[src/scan_config.svh]
`ifndef SCAN_CONFIG_SVH
`define SCAN_CONFIG_SVH

// 90 degrees, added to both window angles.
`define SCAN_ANGLE_OFFSET 32'sd900000

// Outputs before the first window, reso 3333 over the default window.
`define SCAN_RST_START_INDEX 16'd135
`define SCAN_RST_STOP_INDEX 16'd945
`define SCAN_RST_INDEX_NUM 16'd811

// Dividend width, one iteration per bit.
`define SCAN_DIV_STEPS 32

`endif

[src/scan_pkg.sv]
`default_nettype none

package scan_pkg;

	// Angle in 0.0001 degree units.
	typedef logic signed [31:0] angle_t;

	// Angular step per sample.
	typedef logic [15:0] reso_t;

	// Sample index or sample count.
	typedef logic [15:0] index_t;

	typedef enum logic [1:0] {
		IDLE,
		DIV_START,
		DIV_STOP,
		COUNT
	} calc_state_t;

endpackage

`default_nettype wire

[src/scan_window_if.sv]
`timescale 1ns/10ps
`default_nettype none

interface scan_window_if import scan_pkg::*; ();

	logic win_stb;
	angle_t win_start;
	angle_t win_stop;
	reso_t win_reso;

	modport src (
		output win_stb,
		output win_start,
		output win_stop,
		output win_reso
	);

	modport dst (
		input win_stb,
		input win_start,
		input win_stop,
		input win_reso
	);

endinterface

`default_nettype wire

[src/window_capture.sv]
`timescale 1ns/10ps
`default_nettype none
`include "scan_config.svh"

module window_capture
	import scan_pkg::*;
(
	input wire logic i_clk_50m,
	input wire logic i_rst_n,
	input wire logic i_load,
	input wire reso_t i_angle_reso,
	input wire angle_t i_start_angle,
	input wire angle_t i_stop_angle,
	output logic o_param_error,
	scan_window_if.src o_win
);

	logic load_ok;
	logic load_bad;

	assign load_ok = i_load && (i_angle_reso != '0);
	assign load_bad = i_load && (i_angle_reso == '0);

	always_ff @(posedge i_clk_50m or negedge i_rst_n) begin
		if (!i_rst_n) begin
			o_win.win_stb <= 1'b0;
			o_param_error <= 1'b0;
		end else begin
			o_win.win_stb <= load_ok;
			o_param_error <= load_bad;
		end
	end

	// Window is held until the next accepted load.
	always_ff @(posedge i_clk_50m) begin
		if (load_ok) begin
			o_win.win_start <= i_start_angle + `SCAN_ANGLE_OFFSET;
			o_win.win_stop <= i_stop_angle + `SCAN_ANGLE_OFFSET;
			o_win.win_reso <= i_angle_reso;
		end
	end

	a_stb_err_excl: assert property (
		@(posedge i_clk_50m) disable iff (!i_rst_n)
		!(o_win.win_stb && o_param_error)
	) else $error("window_capture: window strobe and parameter error together");

endmodule

`default_nettype wire

[src/serial_divider.sv]
`timescale 1ns/10ps
`default_nettype none
`include "scan_config.svh"

module serial_divider
	import scan_pkg::*;
(
	input wire logic i_clk_50m,
	input wire logic i_rst_n,
	input wire logic i_div_start,
	input wire angle_t i_dividend,
	input wire reso_t i_divisor,
	output index_t o_quotient,
	output logic o_div_done
);

	localparam int CNT_W = $clog2(`SCAN_DIV_STEPS);

	logic busy;
	logic [CNT_W-1:0] step_cnt;
	logic [`SCAN_DIV_STEPS-1:0] shift_q;
	reso_t rem_q;
	reso_t divisor_q;
	logic [16:0] rem_shift;
	logic [17:0] trial;

	// Next dividend bit enters the remainder.
	assign rem_shift = {rem_q, shift_q[`SCAN_DIV_STEPS-1]};
	assign trial = {1'b0, rem_shift} - {2'b00, divisor_q};

	// Quotient bits fill the shift register from the bottom.
	assign o_quotient = shift_q[15:0];

	always_ff @(posedge i_clk_50m or negedge i_rst_n) begin
		if (!i_rst_n) begin
			busy <= 1'b0;
			step_cnt <= '0;
			o_div_done <= 1'b0;
		end else begin
			o_div_done <= 1'b0;
			if (i_div_start) begin
				busy <= 1'b1;
				step_cnt <= '0;
			end else if (busy) begin
				step_cnt <= step_cnt + 1'b1;
				if (step_cnt == CNT_W'(`SCAN_DIV_STEPS - 1)) begin
					busy <= 1'b0;
					o_div_done <= 1'b1;
				end
			end
		end
	end

	always_ff @(posedge i_clk_50m) begin
		if (i_div_start) begin
			shift_q <= i_dividend;
			rem_q <= '0;
			divisor_q <= i_divisor;
		end else if (busy) begin
			// Restore on borrow.
			if (!trial[17]) begin
				rem_q <= trial[15:0];
				shift_q <= {shift_q[`SCAN_DIV_STEPS-2:0], 1'b1};
			end else begin
				rem_q <= rem_shift[15:0];
				shift_q <= {shift_q[`SCAN_DIV_STEPS-2:0], 1'b0};
			end
		end
	end

	a_divisor_nonzero: assert property (
		@(posedge i_clk_50m) disable iff (!i_rst_n)
		i_div_start |-> (i_divisor != '0)
	) else $error("serial_divider: division started with zero divisor");

	a_no_start_busy: assert property (
		@(posedge i_clk_50m) disable iff (!i_rst_n)
		i_div_start |-> !busy
	) else $error("serial_divider: start while division busy");

endmodule

`default_nettype wire

[src/index_calculate.sv]
`timescale 1ns/10ps
`default_nettype none
`include "scan_config.svh"

module index_calculate
	import scan_pkg::*;
(
	input wire logic i_clk_50m,
	input wire logic i_rst_n,
	scan_window_if.dst i_win,
	output index_t o_start_index,
	output index_t o_stop_index,
	output index_t o_index_num,
	output logic o_index_valid
);

	calc_state_t state;
	calc_state_t state_nxt;
	logic take_window;
	logic first_done;
	logic last_done;
	logic div_start;
	logic div_done;
	angle_t dividend;
	reso_t divisor;
	angle_t stop_angle;
	index_t quotient;
	index_t start_idx;
	index_t span;

	assign take_window = (state == IDLE) && i_win.win_stb;
	assign first_done = (state == DIV_START) && div_done;
	assign last_done = (state == DIV_STOP) && div_done;

	// Distance between the two indices.
	assign span = (quotient >= start_idx) ? quotient - start_idx : start_idx - quotient;

	assign o_index_valid = (state == COUNT);

	always_comb begin
		state_nxt = state;
		case (state)
			IDLE: if (i_win.win_stb) state_nxt = DIV_START;
			DIV_START: if (div_done) state_nxt = DIV_STOP;
			DIV_STOP: if (div_done) state_nxt = COUNT;
			COUNT: state_nxt = IDLE;
			default: state_nxt = IDLE;
		endcase
	end

	always_ff @(posedge i_clk_50m or negedge i_rst_n) begin
		if (!i_rst_n) begin
			state <= IDLE;
			div_start <= 1'b0;
			o_start_index <= `SCAN_RST_START_INDEX;
			o_stop_index <= `SCAN_RST_STOP_INDEX;
			o_index_num <= `SCAN_RST_INDEX_NUM;
		end else begin
			state <= state_nxt;
			div_start <= take_window || first_done;
			// All three outputs change as COUNT is entered.
			if (last_done) begin
				o_start_index <= start_idx;
				o_stop_index <= quotient;
				o_index_num <= span + 1'b1;
			end
		end
	end

	always_ff @(posedge i_clk_50m) begin
		if (take_window) begin
			dividend <= i_win.win_start;
			divisor <= i_win.win_reso;
			stop_angle <= i_win.win_stop;
		end else if (first_done) begin
			dividend <= stop_angle;
			start_idx <= quotient;
		end
	end

	serial_divider u_divider (
		.i_clk_50m (i_clk_50m),
		.i_rst_n (i_rst_n),
		.i_div_start (div_start),
		.i_dividend (dividend),
		.i_divisor (divisor),
		.o_quotient (quotient),
		.o_div_done (div_done)
	);

	a_stb_in_idle: assert property (
		@(posedge i_clk_50m) disable iff (!i_rst_n)
		i_win.win_stb |-> (state == IDLE)
	) else $error("index_calculate: window dropped during calculation");

endmodule

`default_nettype wire

[src/scan_index_top.sv]
`timescale 1ns/10ps
`default_nettype none

module scan_index_top
	import scan_pkg::*;
(
	input wire logic i_clk_50m,
	input wire logic i_rst_n,
	input wire logic i_load,
	input wire reso_t i_angle_reso,
	input wire angle_t i_start_angle,
	input wire angle_t i_stop_angle,
	output index_t o_start_index,
	output index_t o_stop_index,
	output index_t o_index_num,
	output logic o_index_valid,
	output logic o_param_error
);

	// Offset window between the stages.
	scan_window_if win_if ();

	window_capture u_capture (
		.i_clk_50m (i_clk_50m),
		.i_rst_n (i_rst_n),
		.i_load (i_load),
		.i_angle_reso (i_angle_reso),
		.i_start_angle (i_start_angle),
		.i_stop_angle (i_stop_angle),
		.o_param_error (o_param_error),
		.o_win (win_if)
	);

	index_calculate u_calc (
		.i_clk_50m (i_clk_50m),
		.i_rst_n (i_rst_n),
		.i_win (win_if),
		.o_start_index (o_start_index),
		.o_stop_index (o_stop_index),
		.o_index_num (o_index_num),
		.o_index_valid (o_index_valid)
	);

endmodule

`default_nettype wire

[config.mk]
export PLATFORM = sky130hd
export DESIGN_NAME = scan_index_top
export DESIGN_NICKNAME = d
export VERILOG_FILES = /design/src/scan_pkg.sv /design/src/scan_window_if.sv /design/src/window_capture.sv /design/src/serial_divider.sv /design/src/index_calculate.sv /design/src/scan_index_top.sv
export VERILOG_INCLUDE_DIRS = /design/src /design/src/src
export SDC_FILE = /design/constraint.sdc
export NUM_CORES = 1
export LEC_CHECK = 0
export ABC_CLOCK_PERIOD_IN_PS = 4300
export BUFFER_PORTS_ARGS = -buffer_cell sky130_fd_sc_hd__buf_2
export CORE_MARGIN = 2
export CORE_UTILIZATION = 47
export DETAILED_ROUTE_END_ITERATION = 10
export PLACE_DENSITY = 0.66
export SLEW_MARGIN = 40
export SYNTH_ARGS = -nofsm -noshare
export SYNTH_HDL_FRONTEND = slang
export SYNTH_SLANG_ARGS = --single-unit
[constraint.sdc]
create_clock -name i_clk_50m -period 4.3 [get_ports i_clk_50m]
set_clock_uncertainty 0.2 [all_clocks]
set_input_delay 1.075 -clock i_clk_50m [delete_from_list [all_inputs] [get_ports i_clk_50m]]
set_output_delay 1.075 -clock i_clk_50m [all_outputs]
set_load 0.005 [all_outputs]
Yosys cells after proc, flatten, opt, wreduce, memory -nomap -nowiden:

Index checks and enable logic that the tools add are counted.
W data, S select, Z words.

* add/sub/neg operators: 7
* mux-type cells: 19
* equality and inequality tests: 7
* bitwise logic cells: 1
* order comparisons: 1
* reduce and logical (&&, ||, !) cells: 13

Operators by type and width (count)
* $mux W32: 4
* $add A32 B21 Y32 const B: 2
* $mux W16: 2
* $sub A16 B16 Y16: 2
* $sub A17 B16 Y18: 1
* $add A16 B1 Y16 const B: 1
* $ge A16 B16 Y1: 1
* $logic_not A16 Y1: 1
* $reduce_bool A16 Y1: 1
* $mux W5: 2
* $pmux W2 S4: 1
* $mux W1: 7
* $mux W2: 3
* $ne A2 B2 Y1 const B: 3
* $add A5 B1 Y5 const B: 1
* $eq A5 B5 Y1 const B: 1
* $logic_and A1 B1 Y1: 5
* $eq A2 B2 Y1 const B: 2
* $reduce_bool A2 Y1: 2
* $reduce_and A3 Y1: 1
* $eq A2 B1 Y1 const B: 1
* $logic_not A2 Y1: 1
* $reduce_and A2 Y1: 1
* $logic_or A1 B1 Y1: 1
* $not A1 Y1: 1

* output and inout bits: 50
* register bits: 300
* logic and storage cells: 68

Longest topological paths before layout:

Gate-level depths: netlist of run 1.

* word-level depth: 4
* gate-level depth with buffers: 15
* depth with buffers taken out: 15

By module:

From an unflattened synthesis of run 1, not the netlist that was laid out.

* cells, all modules: 1202
* area, all modules: 14869.3 um^2

Modules (own cells, without submodules)
* index_calculate: area an instance 7438.4 um^2, times used 1, seq. area each 4179.0 um^2, cells an instance 625
* serial_divider: area an instance 3905.0 um^2, times used 1, seq. area each 1936.9 um^2, cells an instance 343
* window_capture: area an instance 3525.9 um^2, times used 1, seq. area each 2452.4 um^2, cells an instance 234

Worst setup path after synthesis of run 1:

No wires, ideal clock.

* path kind: input to register
* from: input port i_angle_reso[0]
* to: register u_capture.o_win.win_reso[0], enable pin
* stages on the path: 3
* library setup time: 0.448 ns
* arrival: 3.101 ns
* path slack: 0.551 ns
* data required time: 3.652 ns
* path through: nor4_1 > nand4_1 > and2_1

* cells in the longest elaborated chain, start to end: 2

Ends and longest elaborated chain
* from (decl): RTL line scan_index_top.sv:10 `input wire reso_t i_angle_reso,`
* $reduce_bool A16 Y1: RTL line window_capture.sv:21 `assign load_ok = i_load && (i_angle_reso != '0);`
* $logic_and A1 B1 Y1: RTL line window_capture.sv:21
* named net u_capture.load_ok: RTL line window_capture.sv:18 `logic load_ok;`
* to (signal assigned): RTL line window_capture.sv:39 `o_win.win_reso <= i_angle_reso;`
* to (decl): RTL line scan_window_if.sv:15 `output win_reso`

The timed path passes the listed nets, and every way through them passes these cells.
A chain may end at the register's enable or synchronous reset.

Final worst setup path of run 1:

* from: register u_calc.u_divider.shift_q[11]
* to: register u_calc.o_index_num[13]

* cells in the longest elaborated chain, start to end: 3

Ends and longest elaborated chain
* from (decl): RTL line serial_divider.sv:21 `` logic [`SCAN_DIV_STEPS-1:0] shift_q; ``
* from (signal assigned): RTL line serial_divider.sv:56 `shift_q <= i_dividend;`
* from (signal assigned): RTL line serial_divider.sv:63 `` shift_q <= {shift_q[`SCAN_DIV_STEPS-2:0], 1'b1}; ``
* from (signal assigned): RTL line serial_divider.sv:66 `` shift_q <= {shift_q[`SCAN_DIV_STEPS-2:0], 1'b0}; ``
* $sub A16 B16 Y16 or $ge A16 B16 Y1 (tied branches): RTL line index_calculate.sv:36 `assign span = (quotient >= start_idx) ? quotient - start_idx : start_idx - quotient;`
* $mux W16 (*): RTL line index_calculate.sv:36
* $add A16 B1 Y16 (*): RTL line index_calculate.sv:65 `o_index_num <= span + 1'b1;`
* to (signal assigned): RTL line index_calculate.sv:57 `` o_index_num <= `SCAN_RST_INDEX_NUM; ``
* to (signal assigned): RTL line index_calculate.sv:65
* to (decl): RTL line index_calculate.sv:13 `output index_t o_index_num,`

Mark *: on every way between the ends. The rest lies on a longest branch, timed or not.

==> results of run 1 <==
## where the power goes
group / total, uW / switching, uW / internal [uW]
clock network: 2650 / 1080 / 1570
logic: 3780 / 2180 / 1600
registers: 4110 / 257 / 3850
total: 10500 / 3520 / 7010
## area by class of cell
type / count / area (um^2) / area share [%]
Clock buffer: 39 / 806 / 4.95
Clock inverter: 17 / 204 / 1.25
Sequential cell: 300 / 8570 / 52.7
Inverter: 77 / 289 / 1.78
Multi-Input combinational cell: 717 / 5090 / 31.3
Timing Repair Buffer: 149 / 820 / 5.04
Tap cell: 390 / 488 / 3.00
## sequential cells by signal (all words and copies together) (netlist names)
register,flops
u_calc.u_divider.divisor_q,16
u_calc.div_start,1
u_calc.o_index_num,16
u_calc.start_idx,16
u_calc.u_divider.rem_q,16
u_calc.o_start_index,16
u_calc.divisor,16
u_calc.stop_angle,32
u_calc.state,2
u_calc.u_divider.o_div_done,1
u_calc.dividend,32
u_capture.o_win.win_start,32
u_capture.o_win.win_stop,32
u_calc.o_stop_index,16
u_calc.u_divider.busy,1
u_calc.u_divider.shift_q,32
u_capture.o_win.win_stb,1
u_capture.o_param_error,1
u_capture.o_win.win_reso,16
u_calc.u_divider.step_cnt,5
## worst max-delay path: stages, from the launching register on
cell and delay (ns):
edfxtp_1 0.41, ha_1 0.48, a21o_1 0.29, a31oi_4 0.16, o21ai_2 0.10, a2111oi_4 0.33
buf_4 0.32, mux2i_1 0.31, xnor2_2 0.16, nor4_4 0.45, nand3_2 0.13, xor2_1 0.16
mux2_2 0.27
## kinds of logic after synthesis
| kind of cell | synth area share (%) |
|---|---|
| flip-flops | 60.6 |
| AND/OR/NAND/NOR | 9.51 |
| AO/OA/AOI/OAI | 10.2 |
| buffers and inverters | 3.38 |
| XOR/XNOR | 5.30 |
| multiplexers | 5.50 |
| adder cells (fa/ha/maj) | 5.47 |
## cell usage after synthesis, drive strengths merged (4+ instances only)
cell type,count
edfxtp,224
nand2,118
o21ai,81
inv,77
nor2,59
ha,57
xnor2,56
mux2,53
dfrtp,44
a21oi,41
clkbuf,29
xor2,27
nand3,24
mux2i,18
dfstp,16
dfxtp,16
nor3,14
buf,13
a21o,12
nand2b,12
a311oi,10
or3,10
a21boi,9
a31oi,9
nor4,9
nand4,8
nor2b,8
o211ai,8
and2,7
o21a,7
and3,6
a211oi,5
o31ai,5
a221oi,4
o21bai,4
or2,4
## worst min-delay path by stage
stage / startpoint / endpoint / slack [ns] / cells after the start
4_1_cts: u_capture.o_win.win_stop[0]$_DFFE_PP_ / u_calc.stop_angle[0]$_DFFE_PP_ / 0.22 / 0
3_5_place_dp: u_capture.o_win.win_reso[2]$_DFFE_PP_ / u_calc.divisor[2]$_DFFE_PP_ / 0.20 / 0
5_1_grt: u_capture.o_win.win_stop[0]$_DFFE_PP_ / u_calc.stop_angle[0]$_DFFE_PP_ / 0.22 / 0
6_report: u_calc.divisor[6]$_DFFE_PP_ / u_calc.u_divider.divisor_q[6]$_DFFE_PP_ / 0.21 / 0
2_1_floorplan: u_capture.o_win.win_reso[0]$_DFFE_PP_ / u_calc.divisor[0]$_DFFE_PP_ / 0.20 / 0
3_3_place_gp: u_capture.o_win.win_stop[31]$_DFFE_PP_ / u_calc.stop_angle[31]$_DFFE_PP_ / 0.20 / 0
## routing by layer
layer | global-route usage (%) | vias to the layer above | share of wire (%)
li1 | - | 4372 | -
met1 | 24.5 | 4130 | 48
met2 | 28.2 | 169 | 46
met3 | 2.40 | 38 | 4.3
met4 | 3.93 | 0 | 1.9
met5 | 0 | - | 0
## through the flow
stage / hold slack [ns] / cells / instance area (um^2) / utilization (%) / setup slack, ns
after CTS: 0.216 / 1689 / 16300 / 54.9 / 0.399
after floorplan: 0.200 / 1136 / 14100 / - / 0.551
after global placement: 0.201 / 1633 / 15200 / 51.4 / 0.490
after global routing: 0.217 / 1689 / 16300 / 54.9 / 0.0987
final: 0.209 / 1689 / 16300 / 54.9 / 0.412
after detailed placement: 0.205 / 1633 / 15300 / 51.5 / 0.410
==> impl_metrics.yaml, run 1 <==
run_status:
  status: "completed"
worst_setup_path:
  rrSetupSlack_ns: 0.41
  crit_fanout: 16
  regToRegEndpoint: "u_calc.o_index_num[13]$_DFFE_PN0P_"
  startpoint: "u_calc.u_divider.shift_q[11]$_DFFE_PP_"
  worstReg2RegStart: "u_calc.u_divider.shift_q[11]$_DFFE_PP_"
  reg2regPathDepth: 12
  endpoint: "u_calc.o_index_num[13]$_DFFE_PN0P_"
  arrival_ns: 4.15
  cp.required_ns: 4.56
  crit_path_end_kind: "flop"
  critPathLaunchType: "flop"
  crit_type: "reg2reg"
pwr:
  power_leakage_uw: 0.00661
  power_uw: 10500
  peakVddDrop_mv: 0.422
  pwr_density_cell_nw_per_um2: 647
timing:
  setup_viol: 0
  relSlewSlack_pct: 51.9
  setup_tns_ns: 0
  finalHoldViolCount: 0
  period_share_pct: 90.4
  drv_slew: 0
  rsz0062_at_grt: "no"
  worst_pin_slew_ns: 0.719
  period_minus_slack_ns: 3.89
  timing.fmax_mhz: 257
job:
  drv_cap: 0
global_routing:
  grt_overflow: 0
  antenna_found_initial: 0
  grt_pass1_wl_um: 43500
  grt_pass1_vias: 8599
  grt_max_degree: 85
  grt_usage_pct: 17.2
routing:
  vias_per_cell: 5.16
  wl_um: 26700
  vias: 8709
  wl_per_cell_um: 15.8
  postRouteAntennaNets: 0
  route.detailed.drc: 0
  first_pass_iters: 5
  drt_iter0_drc: 474
finish:
  insertedDiodeCount: 0
  drive_above_1_share_pct: 22.3
  final_cell_mix: "224 x edfxtp_1, 131 x buf_2, 117 x nand2_1, 75 x inv_1, 67 x o21ai_0"
  n_fill_cell: 2540
  layout_commonest_cell: "edfxtp_1"
  final_nets: 1419
  area_delta_synth_final_pct: 15.1
die:
  die_h_um: 177
  num_rows: 63
  core_um2: 29600
  die_w_um: 177
  die-area_um2: 31500
  start_util_pct: 47.7
  io_pins: 133
min_path:
  hold_path_class: "reg2reg"
cts:
  clk_pin_slew_ns: 0.06
  cts-buffers-inserted: 31
  cts_tree: "built"
  ctsRootBufferMaster: "clkbuf_16"
  clockBufferDepth: 3
  cts_sinks: 300
  cts_setup_buffers: 0
  clock_latency_ns: 0.57
  postCtsHoldBufs: 0
  htree_levels: 1
  post_cts_resized: 0
synth:
  avgSynthCellArea_um2: 12.4
  yosysUniqueCellTypes: 73
  ys_seq_area_share_pct: 60.6
  synthArstFlopShare_pct: 20.0
  netlist_area_um2: 14100
  synth_top_area_share_pct: 47.6
  synth-edff-count: 224
  synthTopCellsByArea: "edfxtp_1 48%, dfrtp_1 7.8%, ha_1 5.0%"
  syn_inst: 1136
  yosysTopAreaCell: "edfxtp_1"
  ys.warnings.count: 0
  syn_nets: 1279
  synthFlopType: "edfxtp_1"
  ys_ff_latch: 300
place:
  port_buffers: 132
  dp_hpwl_um: 18900
  gp_congestion: 0.830
Note: power is estimated with default switching activity, not from simulation.
==> run 2, diff against run 1 <==
--- a/config.mk
+++ b/config.mk
@@ -6,12 +6,15 @@
 export SDC_FILE = /design/constraint.sdc
 export NUM_CORES = 1
 export LEC_CHECK = 0
+export ABC_AREA = 1
 export ABC_CLOCK_PERIOD_IN_PS = 4300
 export BUFFER_PORTS_ARGS = -buffer_cell sky130_fd_sc_hd__buf_2
+export CORE_ASPECT_RATIO = 0.75
 export CORE_MARGIN = 2
 export CORE_UTILIZATION = 47
 export DETAILED_ROUTE_END_ITERATION = 10
-export PLACE_DENSITY = 0.66
+export MAX_ROUTING_LAYER = met4
+export PLACE_DENSITY = 0.65
 export SLEW_MARGIN = 40
 export SYNTH_ARGS = -nofsm -noshare
 export SYNTH_HDL_FRONTEND = slang
==> run 2 against run 1 <==
Against the previous run:
- register-to-register slack better by 0.61 ns
- utilization fell by 0.39 points
- count of clock-buffer cells in the layout is 3 lower
- sequential share of layout area shrank 2.5 points
- highest routed layer unchanged
- sequential cell count did not move
- synthesized area rose by 5.9%
- combinational power up 17%
- fmax increased by 19%
- worst hold slack improved by 0.0011 ns
- non-clock buffer count shrank 6
- die area grew 5.8%
==> impl_metrics.yaml, run 2 <==
run_status:
  status: "completed"
routing:
  vias: 10673
  first_pass_iters: 5
  drt_iter0_drc: 740
  route.detailed.drc: 0
  vias_per_cell: 4.92
  wl_per_cell_um: 14.9
  wl_um: 32400
  postRouteAntennaNets: 0
synth:
  yosysMostFrequentCell: "nand2_1"
  netlist_area_um2: 15000
  synth-edff-count: 224
  yosysTopAreaCell: "edfxtp_1"
  syn_inst: 1599
  ys_seq_area_share_pct: 57.3
  synth_common_cells: "536 x nand2_1, 224 x edfxtp_1, 192 x inv_1, 95 x o21ai_0, 83 x nor2_1"
  synthFlopType: "edfxtp_1"
  ys.warnings.count: 0
  synthArstFlopShare_pct: 20.0
  syn_nets: 1742
  synth_top_area_share_pct: 45.0
  synthTopCellsByArea: "edfxtp_1 45%, nand2_1 13%, dfrtp_1 7.4%"
  ys_ff_latch: 300
  avgSynthCellArea_um2: 9.35
  yosysUniqueCellTypes: 52
cts:
  cts_setup_buffers: 0
  clock_latency_ns: 0.58
  cts_sinks: 300
  htree_levels: 1
  clk_pin_slew_ns: 0.07
  postCtsHoldBufs: 0
  post_cts_resized: 0
  cts-buffers-inserted: 29
  ctsRootBufferMaster: "clkbuf_16"
  clockBufferDepth: 3
  cts_tree: "built"
timing:
  relSlewSlack_pct: 54.9
  rsz0062_at_grt: "no"
  finalHoldViolCount: 0
  setup_viol: 0
  worst_pin_slew_ns: 0.666
  timing.fmax_mhz: 305
  period_minus_slack_ns: 3.28
  drv_slew: 0
  worst_slack_ns: 1.02
  period_share_pct: 76.2
  setup_tns_ns: 0
worst_setup_path:
  critPathMaxStageDelay_ns: 0.42
  cp.required_ns: 4.57
  crit_path_end_kind: "flop"
  critPathLaunchType: "flop"
  crit_fanout: 8
  cp_slowest_cell: "a21oi_2"
  crit_type: "reg2reg"
  arrival_ns: 3.55
  cp_cell_sequence: "inv_1, ha_1, fa_1, inv_1, nand3_1, nand2_2, nand2_2, nand3_4, a21oi_2, nand2_1, nand2_2, ha_1, nand2_1, nor2_2, nand2_2, nor2_1, nand2_1, nand3_1, nand2_1"
pwr:
  peakVddDrop_mv: 0.388
  power_leakage_uw: 0.00784
  pwr_density_cell_nw_per_um2: 656
global_routing:
  grt_overflow: 0
  grt_pass1_vias: 9965
  antenna_found_initial: 0
  grt_usage_pct: 20.5
  grt_pass1_wl_um: 52400
  grt_max_degree: 70
place:
  port_buffers: 132
  dp_cells: 2116
  dp_hpwl_um: 24400
  gp_congestion: 0.887
  place_ws_ns: 0.830
die:
  num_rows: 56
  die_w_um: 210
  core_um2: 31300
  die_h_um: 158
  die-area_um2: 33300
  io_pins: 133
  start_util_pct: 47.8
finish:
  n_fill_cell: 2824
  layout_commonest_cell: "nand2_1"
  final_cell_mix: "535 x nand2_1, 224 x edfxtp_1, 192 x inv_1, 131 x buf_2, 94 x o21ai_0"
  drive_above_1_share_pct: 14.4
  final_cells: 2170
  insertedDiodeCount: 0
  area_delta_synth_final_pct: 14.1
  final_nets: 1884
min_path:
  hold_path_class: "reg2reg"
job:
  drv_cap: 0
run 2: cell count changes in the layout (fill, tap and decap cells not counted), sizes merged, moves of 18 or more:
| cell | previous run | this run |
|---|---|---|
| o21ai | 81 | 99 |
| nand3 | 24 | 78 |
| nand2 | 118 | 554 |
| xnor2 | 56 | 22 |
| mux2 | 53 | 0 |
| mux2i | 18 | 0 |
| inv | 79 | 200 |
| nor2 | 59 | 91 |
run 2: layer usage:
layer | track usage (%) | up-vias | wire length [um]
met1 | 31.5 | 4857 | 17200
met3 | 3.57 | 39 | 1720
li1 | - | 5530 | -
met5 | - | - | 0
met4 | 4.15 | 0 | 601
met2 | 28.5 | 247 | 12900
run 2: path summary, 6_finish.rpt:
check	to	from	cells past startpoint	slack [ns]
worst max-delay path	u_calc.o_index_num[10]$_DFFE_PN0P_	u_calc.u_divider.shift_q[0]$_DFFE_PP_	19	1.02
worst max register to register	u_calc.o_index_num[10]$_DFFE_PN0P_	u_calc.u_divider.shift_q[0]$_DFFE_PP_	19	1.02
worst min-delay path	u_calc.u_divider.divisor_q[6]$_DFFE_PP_	u_calc.divisor[6]$_DFFE_PP_	0	0.21
worst min register to register	u_calc.u_divider.divisor_q[6]$_DFFE_PP_	u_calc.divisor[6]$_DFFE_PP_	0	0.21
min in group asynchronous	u_calc.o_start_index[9]$_DFFE_PN0P_	i_rst_n	1	0.27
max in group asynchronous	u_calc.o_index_num[8]$_DFFE_PN1P_	i_rst_n	2	2.87
run 2: logic make-up (layout without fill, tap and decap cells):
group	count (synthesis)	after routing	share of synthesized area, %
AOI/OAI and AO/OA	178	178	6.54
xor gates and xnor gates	63	63	3.69
adders and majority gates	60	60	5.17
buffers and inverters	234	399	6.00
DFF	300	300	57.3
and+or+nand+nor	764	764	21.3
run 2: cell type report:
class                      count  area, um^2  share of cell area, %
sequential                   300        8570                   50.2
multi-input combinational   1065        5520                   32.3
clock buffer                  36         793                   4.65
inverter                     202         761                   4.46
timing repair buffer         143         758                   4.44
tap                          406         508                   2.98
clock inverter                18         160                  0.938
run 2: worst max-delay path, delay by kind of cell (launching register included):
| family | cells | cell delay, ns |
|---|---|---|
| buffers and inverters | 2 | 0.21 |
| and+or+nand+nor | 13 | 1.26 |
| DFF | 1 | 0.41 |
| adders and majority gates | 3 | 0.65 |
| AOI/OAI and AO/OA | 1 | 0.42 |
run 2: power by group:
part           switching, uW  internal (uW)
Sequential               315           3920
Combinational           2940           1490
Clock                   1100           1440
run 2: per-stage QoR:
| step | util (%) | power [uW] | hold WS [ns] | instance area [um^2] |
|---|---|---|---|---|
| after global routing | 54.5 | 12100 | 0.219 | 17100 |
| final | 54.5 | 11200 | 0.211 | 17100 |
| after floorplan | - | 7500 | 0.200 | 15000 |
| after detailed placement | 51.4 | 8690 | 0.205 | 16100 |
| after CTS | 54.5 | 11300 | 0.212 | 17100 |
| after global placement | 51.4 | 8610 | 0.202 | 16100 |
==> run 3, diff against run 2 <==
--- a/config.mk
+++ b/config.mk
@@ -7,7 +7,7 @@
 export NUM_CORES = 1
 export LEC_CHECK = 0
 export ABC_AREA = 1
-export ABC_CLOCK_PERIOD_IN_PS = 4300
+export ABC_CLOCK_PERIOD_IN_PS = 3100
 export BUFFER_PORTS_ARGS = -buffer_cell sky130_fd_sc_hd__buf_2
 export CORE_ASPECT_RATIO = 0.75
 export CORE_MARGIN = 2
==> constraint.sdc (replaced) <==
create_clock -name i_clk_50m -period 3.1 [get_ports i_clk_50m]
set_clock_uncertainty 0.2 [all_clocks]
set_input_delay 0.775 -clock i_clk_50m [delete_from_list [all_inputs] [get_ports i_clk_50m]]
set_output_delay 0.775 -clock i_clk_50m [all_outputs]
set_load 0.005 [all_outputs]
==> run 3 against run 2 <==
Against the previous run:
- first-iteration DRC count shrank 0.14%
- sequential share of layout area shrank 1.3 points
- worst hold slack lost 0.049 ns
- clock power grew 43%
- cell count grew 1.6%
- total power grew 44%
- fmax grew 12%
- sequential power grew 39%
- global-route usage grew 0.75 points
- wire length grew 4.3%
- largest cell class unchanged
- utilization grew 1.5 points
- critical path type unchanged
==> impl_metrics.yaml, run 3 (synthesized netlist as in run 2, its figures left out) <==
timing:
  timing.fmax_mhz: 341
  relSlewSlack_pct: 52.9
  period_share_pct: 94.6
  worst_pin_slew_ns: 0.707
  period_minus_slack_ns: 2.93
  drv_slew: 0
  hold_ws_ns: 0.162
  setup_viol: 0
  finalHoldViolCount: 0
global_routing:
  grt_usage_pct: 21.3
  grt_pass1_vias: 10263
  grt_max_degree: 81
  grt_overflow: 0
  grt_pass1_wl_um: 54100
  antenna_found_initial: 0
run_status:
  status: "completed"
routing:
  wl_per_cell_um: 15.3
  drt_iter0_drc: 739
  first_pass_iters: 5
  vias: 10755
  wl_um: 33800
  route.detailed.drc: 0
  vias_per_cell: 4.88
  postRouteAntennaNets: 0
finish:
  area_delta_synth_final_pct: 17.2
  design_area_um2: 17500
  final_nets: 1918
  final_cells: 2205
  insertedDiodeCount: 0
  fin_util_pct: 56.0
  layout_commonest_cell: "nand2_1"
  final_cell_mix: "529 x nand2_1, 224 x edfxtp_1, 190 x inv_1, 132 x buf_2, 93 x o21ai_0"
  drive_above_1_share_pct: 17.2
cts:
  clock_latency_ns: 0.59
  clk_pin_slew_ns: 0.07
  htree_levels: 1
  cts_sinks: 300
  cts_tree: "built"
  clockBufferDepth: 3
  cts-buffers-inserted: 30
  ctsRootBufferMaster: "clkbuf_16"
job:
  drv_cap: 0
pwr:
  power_switching_uw: 6310
  pwr_density_cell_nw_per_um2: 922
  combPwrFrac_pct: 41.2
  power_leakage_uw: 0.00800
  p_seq_share_pct: 36.4
  p_sw_share_pct: 39.1
  p_int_uw: 9840
  clkPwrFrac_pct: 22.4
  peakVddDrop_mv: 0.455
min_path:
  hold_depth: 1
  min_to: "u_capture.o_win.win_stop[4]$_DFFE_PP_"
  hold_path_class: "in2reg"
  worstHoldStart: "i_stop_angle[4]"
die:
  num_rows: 56
  die-area_um2: 33300
  core_um2: 31300
  start_util_pct: 47.8
  io_pins: 133
  die_w_um: 210
  die_h_um: 158
place:
  dp_cells: 2135
  dp_hpwl_um: 25500
  dpl_cell_area_um2: 16300
  gp_congestion: 0.865
  port_buffers: 132
worst_setup_path:
  critPathLaunchType: "flop"
  rrSetupSlack_ns: 0.17
  crit_fanout: 6
  regToRegEndpoint: "u_calc.o_index_num[14]$_DFFE_PN0P_"
  worstReg2RegStart: "u_calc.u_divider.shift_q[0]$_DFFE_PP_"
  startpoint: "u_calc.u_divider.shift_q[0]$_DFFE_PP_"
  reg2regPathDepth: 20
  arrival_ns: 3.20
  crit_type: "reg2reg"
  cp.required_ns: 3.36
  crit_path_end_kind: "flop"
-- run 3: cell types whose count changed in the layout (fill, tap and decap cells not counted), sizes merged --
cell | previous run | this run
buf | 143 | 175
clkbuf | 36 | 38
clkinv | 17 | 15
clkinvlp | 1 | 4
dlygate4sd3 | 0 | 1
inv | 200 | 199
-- run 3: layer usage --
metal | wire, um | vias to the layer above | global-route usage (%)
li1 | - | 5578 | -
met1 | 17600 | 4920 | 32.0
met2 | 13900 | 215 | 30.1
met3 | 1710 | 42 | 4.04
met5 | 0 | - | -
met4 | 602 | 0 | 4.05
-- run 3: how the worst max path moves through the flow --
stage,to,cells after the start
after floorplan,u_calc.start_idx[0]$_DFFE_PP_,6
after CTS,u_calc.o_index_num[14]$_DFFE_PN0P_,20
final,u_calc.o_index_num[14]$_DFFE_PN0P_,20
after detailed placement,u_calc.o_index_num[14]$_DFFE_PN0P_,20
after global placement,u_capture.o_win.win_start[31]$_DFFE_PP_,14
after global routing,u_calc.o_index_num[14]$_DFFE_PN0P_,19
-- run 3: through the flow --
step	TNS [ns]	worst slack [ns]	power, uW
3_5_place_dp	-0.0746	-0.0581	12300
5_1_grt	-0.0976	-0.0448	17400
3_3_place_gp	0	0.0309	12200
6_report	0	0.166	16200
2_1_floorplan	0	0.0460	10400
4_1_cts	0	0.0113	16000
-- run 3: layout make-up --
cell class	count	area, um^2
fillers	2793	13800
flip-flops and latches	300	8570
multi-input cells	1065	5640
repair buffers	176	1040
clock buffers	38	811
inverters	202	763
well taps	406	508
clock inverters	18	193
-- run 3: critical path, cell delays in order, from the launching register on --
cell and delay, ns:
edfxtp_1 0.40, inv_2 0.07, ha_4 0.17, fa_2 0.37, inv_2 0.08, nand3_2 0.06
nand2_2 0.08, nand2_2 0.08, nand3_4 0.14, nand2_8 0.08, nand2_8 0.08, nand2_1 0.06
nand2_2 0.09, ha_4 0.14, nand2_1 0.06, nor2_2 0.15, nand2_2 0.13, nor2_2 0.14
nand3_1 0.08, nand3_1 0.09, nand2_1 0.06
-- run 3: what timing repair did --
action                     CTS  global route
hold endpoints to repair     8             0
hold buffers                 1             0
cloned                       0             0
setup endpoints to repair    3            11
setup buffers                3            10
pin swaps                    1            14
resized for setup            1            32
-- run 3: power by group through the flow --
| stage | sequential [uW] | clock [uW] | combinational [uW] |
|---|---|---|---|
| after floorplan | 5810 | 0 | 4580 |
| after global placement | 5920 | 0 | 6240 |
| after detailed placement | 5950 | 0 | 6320 |
| after CTS | 5880 | 3700 | 6390 |
| after global routing | 5970 | 3860 | 7620 |
| final | 5880 | 3610 | 6660 |
